--- config.mk ---
export PLATFORM = sky130hd
export DESIGN_NAME = fpu_ncp_top
export DESIGN_NICKNAME = d
export VERILOG_FILES = /design/src/rtl/fpu_ncp_pkg.sv /design/src/rtl/fpu_req_if.sv /design/src/rtl/fpu_ncp_decode.sv /design/src/rtl/fpu_ncp_fifo.sv /design/src/rtl/fpu_ncp_lane.sv /design/src/rtl/fpu_ncp_unit.sv /design/src/rtl/fpu_ncp_top.sv
export VERILOG_INCLUDE_DIRS = /design/src /design/src/rtl
export SDC_FILE = /design/constraint.sdc
export NUM_CORES = 1
export LEC_CHECK = 0
export ABC_AREA = 1
export BUFFER_PORTS_ARGS = -buffer_cell sky130_fd_sc_hd__buf_2
export CAP_MARGIN = 10
export CORE_MARGIN = 5
export CORE_UTILIZATION = 40
export CTS_CLUSTER_SIZE = 28
export DETAILED_ROUTE_END_ITERATION = 10
export PLACE_DENSITY_LB_ADDON = 0.05
export REMOVE_ABC_BUFFERS = 1
export SYNTH_ARGS = -nofsm -noshare
export SYNTH_HDL_FRONTEND = slang
export SYNTH_SLANG_ARGS = --single-unit
--- constraint.sdc ---
create_clock -name clk_i -period 8.5 [get_ports clk_i]
set_input_delay 1.275 -clock clk_i [delete_from_list [all_inputs] [get_ports clk_i]]
set_output_delay 1.275 -clock clk_i [all_outputs]
set_load 0.01 [all_outputs]
--- src/rtl/fpu_ncp_consts.svh ---
`ifndef FPU_NCP_CONSTS_SVH
`define FPU_NCP_CONSTS_SVH

// Datapath sizing
`define NUM_LANES      2
`define TAG_BITS       4
`define FIFO_DEPTH     4

// Instruction field widths
`define INST_FPU_BITS  4
`define INST_MOD_BITS  3

// Opcodes handled by this unit
`define INST_FPU_CLASS 4'd11
`define INST_FPU_CMP   4'd12
`define INST_FPU_MISC  4'd14

`endif

--- src/rtl/fpu_ncp_pkg.sv ---
package fpu_ncp_pkg;

    // Internal operation after decode
    typedef enum logic [3:0] {
        SGNJ  = 4'd0,
        SGNJN = 4'd1,
        SGNJX = 4'd2,
        MIN   = 4'd3,
        MAX   = 4'd4,
        FLE   = 4'd5,
        FLT   = 4'd6,
        FEQ   = 4'd7,
        CLASS = 4'd8
    } ncp_op_e;

    typedef struct packed {
        logic        sign;
        logic [7:0]  exp;
        logic [22:0] man;
    } fp32_fields_t;

    // Field view for classify, raw view for ordering and results
    typedef union packed {
        fp32_fields_t f;
        logic [31:0]  raw;
    } fp32_u;

    // RISC-V fflags bit order
    typedef struct packed {
        logic nv; // Invalid
        logic dz; // Divide by zero
        logic of; // Overflow
        logic uf; // Underflow
        logic nx; // Inexact
    } fflags_t;

endpackage

--- src/rtl/fpu_req_if.sv ---
`include "fpu_ncp_consts.svh"

interface fpu_req_if import fpu_ncp_pkg::*; ();

    logic                         valid;
    logic                         ready;
    logic [`TAG_BITS-1:0]         tag;
    ncp_op_e                      op;
    logic                         has_fflags;
    fp32_u [`NUM_LANES-1:0]       a;
    fp32_u [`NUM_LANES-1:0]       b;

    modport source (
        output valid, tag, op, has_fflags, a, b,
        input  ready
    );

    modport sink (
        input  valid, tag, op, has_fflags, a, b,
        output ready
    );

endinterface

--- src/rtl/fpu_ncp_decode.sv ---
`include "fpu_ncp_consts.svh"

module fpu_ncp_decode import fpu_ncp_pkg::*; (
    input  logic [`INST_FPU_BITS-1:0]        op_type_i,
    input  logic [`INST_MOD_BITS-1:0]        frm_i,
    input  logic                             valid_i,
    input  logic [`TAG_BITS-1:0]             tag_i,
    input  logic [`NUM_LANES-1:0][31:0]      dataa_i,
    input  logic [`NUM_LANES-1:0][31:0]      datab_i,
    output logic                             ready_o,
    fpu_req_if.source                        req
);

    ncp_op_e op;
    logic    has_fflags;

    always_comb begin
        op         = SGNJ;
        has_fflags = 1'b0;
        case (op_type_i)
            `INST_FPU_MISC: begin
                case (frm_i)
                    3'd0: op = SGNJ;
                    3'd1: op = SGNJN;
                    3'd2: op = SGNJX;
                    3'd3: begin
                        op         = MIN;
                        has_fflags = 1'b1;
                    end
                    3'd4: begin
                        op         = MAX;
                        has_fflags = 1'b1;
                    end
                    default: op = SGNJ;
                endcase
            end
            `INST_FPU_CMP: begin
                has_fflags = 1'b1;
                case (frm_i)
                    3'd0:    op = FLE;
                    3'd1:    op = FLT;
                    default: op = FEQ; // frm 2 and unused codes
                endcase
            end
            `INST_FPU_CLASS: begin
                op = CLASS;
            end
            default: begin
                op         = SGNJ; // Unsupported opcode
                has_fflags = 1'b0;
            end
        endcase
    end

    assign req.valid      = valid_i;
    assign req.tag        = tag_i;
    assign req.op         = op;
    assign req.has_fflags = has_fflags;
    assign req.a          = dataa_i;
    assign req.b          = datab_i;

    assign ready_o = req.ready; // FIFO not full

endmodule

--- src/rtl/fpu_ncp_fifo.sv ---
`include "fpu_ncp_consts.svh"

module fpu_ncp_fifo import fpu_ncp_pkg::*; (
    input  logic      clk_i,
    input  logic      rst_n_i,
    fpu_req_if.sink   wr,
    fpu_req_if.source rd
);

    localparam int PTR_W = $clog2(`FIFO_DEPTH);
    localparam int CNT_W = PTR_W + 1;
    localparam logic [CNT_W-1:0] FULL_CNT = CNT_W'(`FIFO_DEPTH);

    logic [`TAG_BITS-1:0]   tag_mem [`FIFO_DEPTH];
    ncp_op_e                op_mem  [`FIFO_DEPTH];
    logic                   hf_mem  [`FIFO_DEPTH];
    fp32_u [`NUM_LANES-1:0] a_mem   [`FIFO_DEPTH];
    fp32_u [`NUM_LANES-1:0] b_mem   [`FIFO_DEPTH];

    logic [PTR_W-1:0] wr_ptr, rd_ptr;
    logic [CNT_W-1:0] count;
    logic             do_wr, do_rd;

    assign wr.ready = (count != FULL_CNT);
    assign rd.valid = (count != '0);
    assign do_wr    = wr.valid & wr.ready;
    assign do_rd    = rd.valid & rd.ready;

    always_ff @(posedge clk_i or negedge rst_n_i) begin
        if (!rst_n_i) begin
            wr_ptr <= '0;
            rd_ptr <= '0;
            count  <= '0;
        end else begin
            if (do_wr) wr_ptr <= wr_ptr + 1'b1; // Wraps at depth
            if (do_rd) rd_ptr <= rd_ptr + 1'b1;
            case ({do_wr, do_rd})
                2'b10:   count <= count + 1'b1;
                2'b01:   count <= count - 1'b1;
                default: count <= count;
            endcase
        end
    end

    always_ff @(posedge clk_i) begin
        if (do_wr) begin
            tag_mem[wr_ptr] <= wr.tag;
            op_mem[wr_ptr]  <= wr.op;
            hf_mem[wr_ptr]  <= wr.has_fflags;
            a_mem[wr_ptr]   <= wr.a;
            b_mem[wr_ptr]   <= wr.b;
        end
    end

    assign rd.tag        = tag_mem[rd_ptr];
    assign rd.op         = op_mem[rd_ptr];
    assign rd.has_fflags = hf_mem[rd_ptr];
    assign rd.a          = a_mem[rd_ptr];
    assign rd.b          = b_mem[rd_ptr];

endmodule

--- src/rtl/fpu_ncp_lane.sv ---
module fpu_ncp_lane import fpu_ncp_pkg::*; (
    input  ncp_op_e     op_i,
    input  fp32_u       a_i,
    input  fp32_u       b_i,
    output logic [31:0] res_o,
    output logic        nv_o
);

    localparam logic [31:0] CANON_NAN = 32'h7FC0_0000;

    // RISC-V fclass mask
    function automatic logic [9:0] class_mask(input fp32_u x);
        logic       exp_zero;
        logic       exp_ones;
        logic       man_zero;
        logic [9:0] m;
        exp_zero = (x.f.exp == 8'h00);
        exp_ones = (x.f.exp == 8'hFF);
        man_zero = (x.f.man == 23'd0);
        m[0] =  x.f.sign & exp_ones & man_zero;   // -inf
        m[1] =  x.f.sign & !exp_zero & !exp_ones; // -normal
        m[2] =  x.f.sign & exp_zero & !man_zero;  // -subnormal
        m[3] =  x.f.sign & exp_zero & man_zero;   // -0
        m[4] = !x.f.sign & exp_zero & man_zero;   // +0
        m[5] = !x.f.sign & exp_zero & !man_zero;
        m[6] = !x.f.sign & !exp_zero & !exp_ones;
        m[7] = !x.f.sign & exp_ones & man_zero;
        m[8] = exp_ones & !man_zero & !x.f.man[22]; // Signalling NaN
        m[9] = exp_ones & x.f.man[22];              // Quiet NaN
        return m;
    endfunction

    logic [9:0] cls_a, cls_b;
    logic       a_nan, b_nan;
    logic       a_snan, b_snan;
    logic       both_zero;
    logic       ord_lt;
    logic       feq, flt;

    assign cls_a     = class_mask(a_i);
    assign cls_b     = class_mask(b_i);
    assign a_nan     = cls_a[8] | cls_a[9];
    assign b_nan     = cls_b[8] | cls_b[9];
    assign a_snan    = cls_a[8];
    assign b_snan    = cls_b[8];
    assign both_zero = (cls_a[3] | cls_a[4]) & (cls_b[3] | cls_b[4]);

    // Sign-magnitude order, -0 sorts below +0
    always_comb begin
        if (a_i.f.sign != b_i.f.sign) begin
            ord_lt = a_i.f.sign;
        end else if (a_i.f.sign) begin
            ord_lt = a_i.raw[30:0] > b_i.raw[30:0];
        end else begin
            ord_lt = a_i.raw[30:0] < b_i.raw[30:0];
        end
    end

    assign feq = !a_nan & !b_nan & ((a_i.raw == b_i.raw) | both_zero);
    assign flt = !a_nan & !b_nan & ord_lt & !both_zero;

    always_comb begin
        res_o = a_i.raw;
        nv_o  = 1'b0;
        case (op_i)
            SGNJ:  res_o = {b_i.f.sign, a_i.raw[30:0]};
            SGNJN: res_o = {~b_i.f.sign, a_i.raw[30:0]};
            SGNJX: res_o = {a_i.f.sign ^ b_i.f.sign, a_i.raw[30:0]};
            MIN, MAX: begin
                nv_o = a_snan | b_snan;
                if (a_nan && b_nan) begin
                    res_o = CANON_NAN;
                end else if (a_nan) begin
                    res_o = b_i.raw;
                end else if (b_nan) begin
                    res_o = a_i.raw;
                end else if (ord_lt ^ (op_i == MAX)) begin
                    res_o = a_i.raw;
                end else begin
                    res_o = b_i.raw;
                end
            end
            FLE: begin
                res_o = {31'd0, flt | feq};
                nv_o  = a_nan | b_nan;
            end
            FLT: begin
                res_o = {31'd0, flt};
                nv_o  = a_nan | b_nan;
            end
            FEQ: begin
                res_o = {31'd0, feq};
                nv_o  = a_snan | b_snan; // Quiet compare
            end
            CLASS:   res_o = {22'd0, cls_a};
            default: res_o = a_i.raw;
        endcase
    end

endmodule

--- src/rtl/fpu_ncp_unit.sv ---
`include "fpu_ncp_consts.svh"

module fpu_ncp_unit import fpu_ncp_pkg::*; (
    input  logic                         clk_i,
    input  logic                         rst_n_i,
    fpu_req_if.sink                      req,
    input  logic                         ready_i,
    output logic                         valid_o,
    output logic [`TAG_BITS-1:0]         tag_o,
    output logic [`NUM_LANES-1:0][31:0]  result_o,
    output logic                         has_fflags_o,
    output fflags_t [`NUM_LANES-1:0]     fflags_o
);

    logic [`NUM_LANES-1:0][31:0] lane_res;
    logic [`NUM_LANES-1:0]       lane_nv;
    fflags_t [`NUM_LANES-1:0]    fflags_d;
    logic                        accept;

    for (genvar i = 0; i < `NUM_LANES; i++) begin : g_lane
        fpu_ncp_lane lane_inst (
            .op_i  (req.op),
            .a_i   (req.a[i]),
            .b_i   (req.b[i]),
            .res_o (lane_res[i]),
            .nv_o  (lane_nv[i])
        );
        assign fflags_d[i] = '{nv: lane_nv[i] & req.has_fflags, default: 1'b0};
    end

    assign req.ready = !valid_o || ready_i; // Empty or draining
    assign accept    = req.valid & req.ready;

    always_ff @(posedge clk_i or negedge rst_n_i) begin
        if (!rst_n_i) begin
            valid_o <= 1'b0;
        end else if (accept) begin
            valid_o <= 1'b1;
        end else if (ready_i) begin
            valid_o <= 1'b0;
        end
    end

    always_ff @(posedge clk_i) begin
        if (accept) begin
            tag_o        <= req.tag;
            result_o     <= lane_res;
            has_fflags_o <= req.has_fflags;
            fflags_o     <= fflags_d;
        end
    end

endmodule

--- src/rtl/fpu_ncp_top.sv ---
`include "fpu_ncp_consts.svh"

module fpu_ncp_top import fpu_ncp_pkg::*; (
    input  logic                         clk_i,
    input  logic                         rst_n_i,
    input  logic                         valid_i,
    output logic                         ready_o,
    input  logic [`TAG_BITS-1:0]         tag_i,
    input  logic [`INST_FPU_BITS-1:0]    op_type_i,
    input  logic [`INST_MOD_BITS-1:0]    frm_i,
    input  logic [`NUM_LANES-1:0][31:0]  dataa_i,
    input  logic [`NUM_LANES-1:0][31:0]  datab_i,
    input  logic                         ready_i,
    output logic                         valid_o,
    output logic [`TAG_BITS-1:0]         tag_o,
    output logic [`NUM_LANES-1:0][31:0]  result_o,
    output logic                         has_fflags_o,
    output fflags_t [`NUM_LANES-1:0]     fflags_o
);

    fpu_req_if req_dec ();
    fpu_req_if req_q ();

    fpu_ncp_decode decode_inst (
        .op_type_i (op_type_i),
        .frm_i     (frm_i),
        .valid_i   (valid_i),
        .tag_i     (tag_i),
        .dataa_i   (dataa_i),
        .datab_i   (datab_i),
        .ready_o   (ready_o),
        .req       (req_dec)
    );

    fpu_ncp_fifo fifo_inst (
        .clk_i   (clk_i),
        .rst_n_i (rst_n_i),
        .wr      (req_dec),
        .rd      (req_q)
    );

    fpu_ncp_unit unit_inst (
        .clk_i        (clk_i),
        .rst_n_i      (rst_n_i),
        .req          (req_q),
        .ready_i      (ready_i),
        .valid_o      (valid_o),
        .tag_o        (tag_o),
        .result_o     (result_o),
        .has_fflags_o (has_fflags_o),
        .fflags_o     (fflags_o)
    );

endmodule

Word-level counts from Yosys, hierarchy flattened
Memories as Yosys holds them, arrays and structs flattened. A register that Yosys moved wholly into a read port is not among the register bits.
Cells that the tools add are included.
- flip-flop bits (word level): 75
- bits in writable memories: 548
- input bits: 143
- output and inout bits: 81
- word-level logic and storage cells: 201
- memories: 5
- memory list (name ; depth ; bits a word ; rd ports ; clocked after memory_dff ; wr ports ; RTL line ; text):
    fifo_inst.a_mem ; 4 ; 64 ; 1 ; 0 ; 1 ; fpu_ncp_fifo.sv:17 ; fp32_u [`NUM_LANES-1:0] a_mem [`FIFO_DEPTH];
    fifo_inst.b_mem ; 4 ; 64 ; 1 ; 0 ; 1 ; fpu_ncp_fifo.sv:18 ; fp32_u [`NUM_LANES-1:0] b_mem [`FIFO_DEPTH];
    fifo_inst.op_mem ; 4 ; 4 ; 1 ; 0 ; 1 ; fpu_ncp_fifo.sv:15 ; ncp_op_e op_mem [`FIFO_DEPTH];
    fifo_inst.tag_mem ; 4 ; 4 ; 1 ; 1 ; 1 ; fpu_ncp_fifo.sv:14 ; logic [`TAG_BITS-1:0] tag_mem [`FIFO_DEPTH];
    fifo_inst.hf_mem ; 4 ; 1 ; 1 ; 0 ; 1 ; fpu_ncp_fifo.sv:16 ; logic hf_mem [`FIFO_DEPTH];
- $add $sub $neg: 4
- order comparisons: 4
- equality and inequality tests: 26
- muxes and demuxes: 26
- bitwise logic cells: 84
- reduce and logical (&&, ||, !) cells: 43
- operator list (kind ; number):
    case mux 32 bit (8 select lines) ; 2
    two-way mux 32 bit ; 8
    zero test 23 bit ; 4
    equality test 32 bit ; 2
    bitwise AND 1 bit ; 62
    greater-than comparator 31 bit ; 2
    < comparator 31 bit ; 2
    equality test 8 bit, second input constant ; 4
    zero test 8 bit ; 4
    zero test 1 bit ; 23
    equality test 4 x 3 -> 1 bit, second input constant ; 4
    equality test 4 bit, second input constant ; 4
    OR 1 bit ; 16
    case mux 3 bit (4 select lines) ; 1
    case mux 4 bit (3 select lines) ; 1
    two-way mux 1 bit ; 9
    equality test 4 x 2 -> 1 bit, second input constant ; 2
    equality test 3 x 2 -> 1 bit, second input constant ; 2
    case mux 1 bit (2 select lines) ; 3
    case mux 3 bit (2 select lines) ; 1
    OR reduction 2 bit ; 3
    adder 2 x 1 -> 2 bit, second input constant ; 2
    equality test 4 x 1 -> 1 bit, second input constant ; 1
    zero test 4 bit ; 1
    other kinds (17) ; 24

Logic depth before layout (Yosys ltp)
An unclocked memory read counts as a cell.
- depth in word-level cells: 12
- gate-level depth with buffers: 30

By module
From an unflattened synthesis, not the netlist that was laid out.
- cells, all modules: 2834
- area total of the unflattened synthesis: 30411.7 sq um
- modules (own cells, without submodules) (module ; times used ; cells an instance ; area each (sq um)):
    fpu_ncp_fifo ; 1 ; 1657 ; 22335.2
    fpu_ncp_lane (unit_inst.g_lane[0].lane_inst) ; 1 ; 464 ; 2356.0
    fpu_ncp_lane (unit_inst.g_lane[1].lane_inst) ; 1 ; 458 ; 2329.7
    fpu_ncp_unit ; 1 ; 90 ; 2255.9
    fpu_ncp_decode ; 1 ; 165 ; 1134.8

Worst setup path after synthesis
Ideal clock, no wire load.
- kind: in2reg
- start: in valid_i
- end: mem fifo_inst.a_mem[0][0] (netlist name), enable pin
- setup time: 636 ps
- arrival time: 7150 ps
- slack: 714 ps
- stages: 2
- cell sequence: nand2_1 -> nor2_1
- cells in the longest elaborated chain, start to end: 3
- ends and longest elaborated chain (what ; RTL line ; text):
    start: declaration ; fpu_ncp_top.sv:6 ; input logic valid_i,
    bitwise AND 1 bit ; fpu_ncp_fifo.sv:26 ; assign do_wr = wr.valid & wr.ready;
    two-way mux 1 bit ; fpu_ncp_fifo.sv:46 ; if (do_wr) begin
    two-way mux 1 bit (not written as such) ; fpu_ncp_fifo.sv:50 ; a_mem[wr_ptr] <= wr.a;
    end: declaration ; fpu_ncp_fifo.sv:17 ;
No other way between the ends.

Worst setup path after layout
- start: reg fifo_inst.rd_ptr[0]
- end: reg unit_inst.result_o[32] (netlist name) (data pin)
- cells in the longest elaborated chain, start to end: 12
- ends and longest elaborated chain (what ; RTL line ; text):
    start: declaration ; fpu_ncp_fifo.sv:20 ; logic [PTR_W-1:0] wr_ptr, rd_ptr;
    start signal: assignment ; fpu_ncp_fifo.sv:36 ; if (do_rd) rd_ptr <= rd_ptr + 1'b1;
    branches (longest 11 deep; another with memory (4 x 64 bit)) ; -- ;
    case mux 32 bit (8 select lines) (*) ; fpu_ncp_lane.sv:65 ; case (op_i)
    named net unit_inst.g_lane[1].lane_inst.res_o[0] ; fpu_ncp_lane.sv:5 ; output logic [31:0] res_o,
    end signal: assignment ; fpu_ncp_unit.sv:47 ; result_o <= lane_res;
    end: declaration ; fpu_ncp_unit.sv:10 ; output logic [`NUM_LANES-1:0][31:0] result_o,
Mark *: on every way through the listed nets, which the timed path passes.
A chain may end at the register's enable or synchronous reset.

==> results.toml <==
[timing]
fmax_mhz = 164
slew_headroom_pct = 29.1
post-route-period-util_pct = 71.9
worst_pin_slew_ps = 1060
hold_violations = 0
finalSetupViolations = 0
rsz0062_at_grt = "false"
min_period_ps = 6110
clock_skew_ps = 18.9
hold_ws_ps = 472
drv_slew = 0

[cells_and_area]
nFillCells = 6674
multi_input_area_um2 = 8210
finalNetCount = 3075
drive_gt1_share_pct = 12.9
syn2layout_area_growth_pct = 14.7
regArea_um2 = 18800
fin_cells = 3862

[synthesis]
yosysTopAreaCellShare_pct = 65.7
synth_cells = 2668
avgSynthCellArea_um2 = 10.6
synth-edff-count = 619
yosysWarnings = 0
syn_area_um2 = 28300
ys.flop_type = "edfxtp_1"
synth-seq-cells = 627
yosysTopAreaCell = "edfxtp_1"
ys_types = 47
synth.yosys.seq_area_share_pct = 66.4
async_reset_ff_share_pct = 1.28
synth.area.top_cells = "edfxtp_1, nand2_1, nand3_1, ha_1, inv_1"

[drt]
drt-wirelength-per-cell_um = 20.2
via_per_inst = 5.09
detail-route-antenna-nets = 0
vias = 19665
drt_wl_total_um = 78000
drtIter0Drc = 1445
first_pass_iters = 6
drc = 0

[clocking]
cts_resized = 0
clock_latency_ps = 610
clkTransAtPathRegs_ps = 60
cts_buffer_depth = 3
cts-root-buf = "clkbuf_16"
cts_tree = "yes"
htree_levels = 3
cts.sinks = 627
cts_setup_buffers = 0
cts_hold_buf = 0
cts_buffers = 72

[place]
place_congestion = 0.873
port_buffers = 215
placed_cells = 3730
dp_hpwl_um = 49700

[critical_path]
crit_path_end_kind = "flop"
path_class = "flop to flop"
cp.required_ps = 8840
crit_path_max_incr_delay_ps = 810
cp-start-kind = "flop"
arrival_ps = 6450
crit_fanout = 154
ff2ff_setup_slack_ps = 2390
reg2reg_depth = 21
crit_path_top_delay_cell = "inv_8"
crit_chain = "inv_8 > buf_4 > nor2_1 > nor2_1 > o21ai_0 > and2_1 > ha_1 > nand2_1 > nor2_1 > nand2_1 > nor2_1 > nand3b_1 > nand2_1 > nand2_1 > nand3_1 > nand3_2 > nand2_1 > buf_4 > nand2_1 > nand3_1 > a21oi_1"
crit_top_cell = "nand2_1"

[floorplanning]
core_area_um2 = 70100
ios = 224
row_count = 97
die_y_um = 276
start_util_pct = 40.3
die_w_um = 276
dieArea_um2 = 76200

[power_and_ir_drop]
p_per_area_nw_per_um2 = 444
leakage_nw = 13.0
irDropWorstVdd_uv = 264

[job]
cap_viol_max_count = 0

[min_path]
min_path_type = "flop to flop"
whs_path_depth = 1

[grt]
grt_max_degree = 201
antenna_found_initial = 11
grt_pass1_wl_um = 119000
use_met1_pct = 28.3
grt-busiest-layer = "met2"
gr-usage-all-layers_pct = 20.0
met2_usage_pct = 32.2
grt_pass1_vias = 19313
globalRouteMet3Util_pct = 3.57
overflow = 0

[outcome]
status = "finished clean"
-- placed cells by master, fill, tap and decap left out, drive strengths merged, types with 7 or more instances in the layout --
| cell type | count |
|---|---|
| dfrtp | 8 |
| clkbuf | 88 |
| ha | 67 |
| nor3 | 9 |
| conb | 8 |
| nor2 | 149 |
| nand4 | 29 |
| bufinv | 7 |
| o211ai | 23 |
| a21oi | 77 |
| clkinv | 31 |
| o21ai | 52 |
| nand3 | 321 |
| buf | 242 |
| inv | 174 |
| nand2 | 960 |
| edfxtp | 619 |
-- registers in the layout (all words and copies together) (netlist names) --
name                    count
fifo_inst.a_mem           256
fifo_inst.b_mem           256
fifo_inst.count             3
fifo_inst.hf_mem            4
fifo_inst.op_mem           16
fifo_inst.rd_ptr            2
fifo_inst.tag_mem          16
fifo_inst.wr_ptr            2
unit_inst.fflags_o          2
unit_inst.has_fflags_o      1
unit_inst.result_o         64
unit_inst.tag_o             4
unit_inst.valid_o           1
-- cell usage after synthesis (3+ instances only) --
cell	count
nand2_1	954
edfxtp_1	619
nand3_1	319
inv_1	168
nor2_1	143
a21oi_1	76
buf_2	76
ha_1	67
o21ai_0	45
nand4_1	29
buf_4	28
o211ai_1	21
clkbuf_1	13
nor3_1	9
dfrtp_1	8
buf_6	6
nand2_2	6
o21ai_1	6
a31oi_1	5
o221ai_1	5
o22ai_1	5
and2_1	4
buf_1	4
inv_2	4
nand3b_1	4
nor2_2	4
or2_2	4
xor2_1	4
a21o_1	3
a221oi_1	3
xnor2_1	3
-- metal layers --
metal	vias to the layer above	share of wire, %
met5	-	0.094
met4	10	2.3
met3	118	5.4
met2	518	47
met1	9501	45
li1	9518	-
-- worst paths after layout --
path | start | end
max | fifo_inst.rd_ptr[0]$_DFFE_PN0P_ | unit_inst.result_o[32]$_DFFE_PP_
min | fifo_inst.count[0]$_DFFE_PN0P_ | fifo_inst.count[0]$_DFFE_PN0P_
max reg2reg | fifo_inst.rd_ptr[0]$_DFFE_PN0P_ | unit_inst.result_o[32]$_DFFE_PP_
min reg2reg | fifo_inst.count[0]$_DFFE_PN0P_ | fifo_inst.count[0]$_DFFE_PN0P_
max in group asynchronous | rst_n_i | fifo_inst.rd_ptr[0]$_DFFE_PN0P_
min in group asynchronous | rst_n_i | fifo_inst.count[1]$_DFFE_PN0P_
-- power by group --
group          internal, mW  switching (mW)
Clock                  1.84            1.22
Combinational          1.87            4.78
Sequential             4.38           0.324
Total                  8.08            6.32
-- worst max-delay path: cells and delay by family (launching register included) --
kind	cells	cell delay, ps
compound gates	2	190
buf+inv	3	1810
fa+ha+maj	1	320
flops	1	800
simple gates	15	2620
-- final cells by class --
type / instances / share of cell area [%]
Tap cell: 940 / 3.62
Timing Repair Buffer: 242 / 3.98
Inverter: 174 / 2.04
Clock inverter: 41 / 1.18
Multi-Input combinational cell: 1747 / 25.3
Antenna cell: 3 / 0.0231
Clock buffer: 88 / 6.00
Sequential cell: 627 / 57.9
-- metrics by stage --
stage / utilization (%) / setup slack (ps) / area [um2] / setup TNS, ps / power (mW)
after global routing: 46.3 / 1900 / 32500 / 0 / 15.6
final: 46.3 / 2390 / 32500 / 0 / 14.4
after floorplan: - / -3170 / 27600 / -196000 / 9.28
after CTS: 46.3 / 2370 / 32500 / 0 / 14.6
after detailed placement: 43.0 / 2390 / 30100 / 0 / 11.4
after global placement: 43.0 / 2450 / 30100 / 0 / 11.4
-- logic make-up after synthesis --
| kind of cell | count (synthesis) | share of synthesized area, % |
|---|---|---|
| xor gates and xnor gates | 7 | 0.217 |
| DFF | 627 | 66.4 |
| adders and majority gates | 70 | 3.10 |
| AOI/OAI and AO/OA | 179 | 3.69 |
| other | 1 | 0.0132 |
| buffers and inverters | 301 | 4.86 |
| and+or+nand+nor | 1483 | 21.7 |
Power figures use the tool's default switching activity.
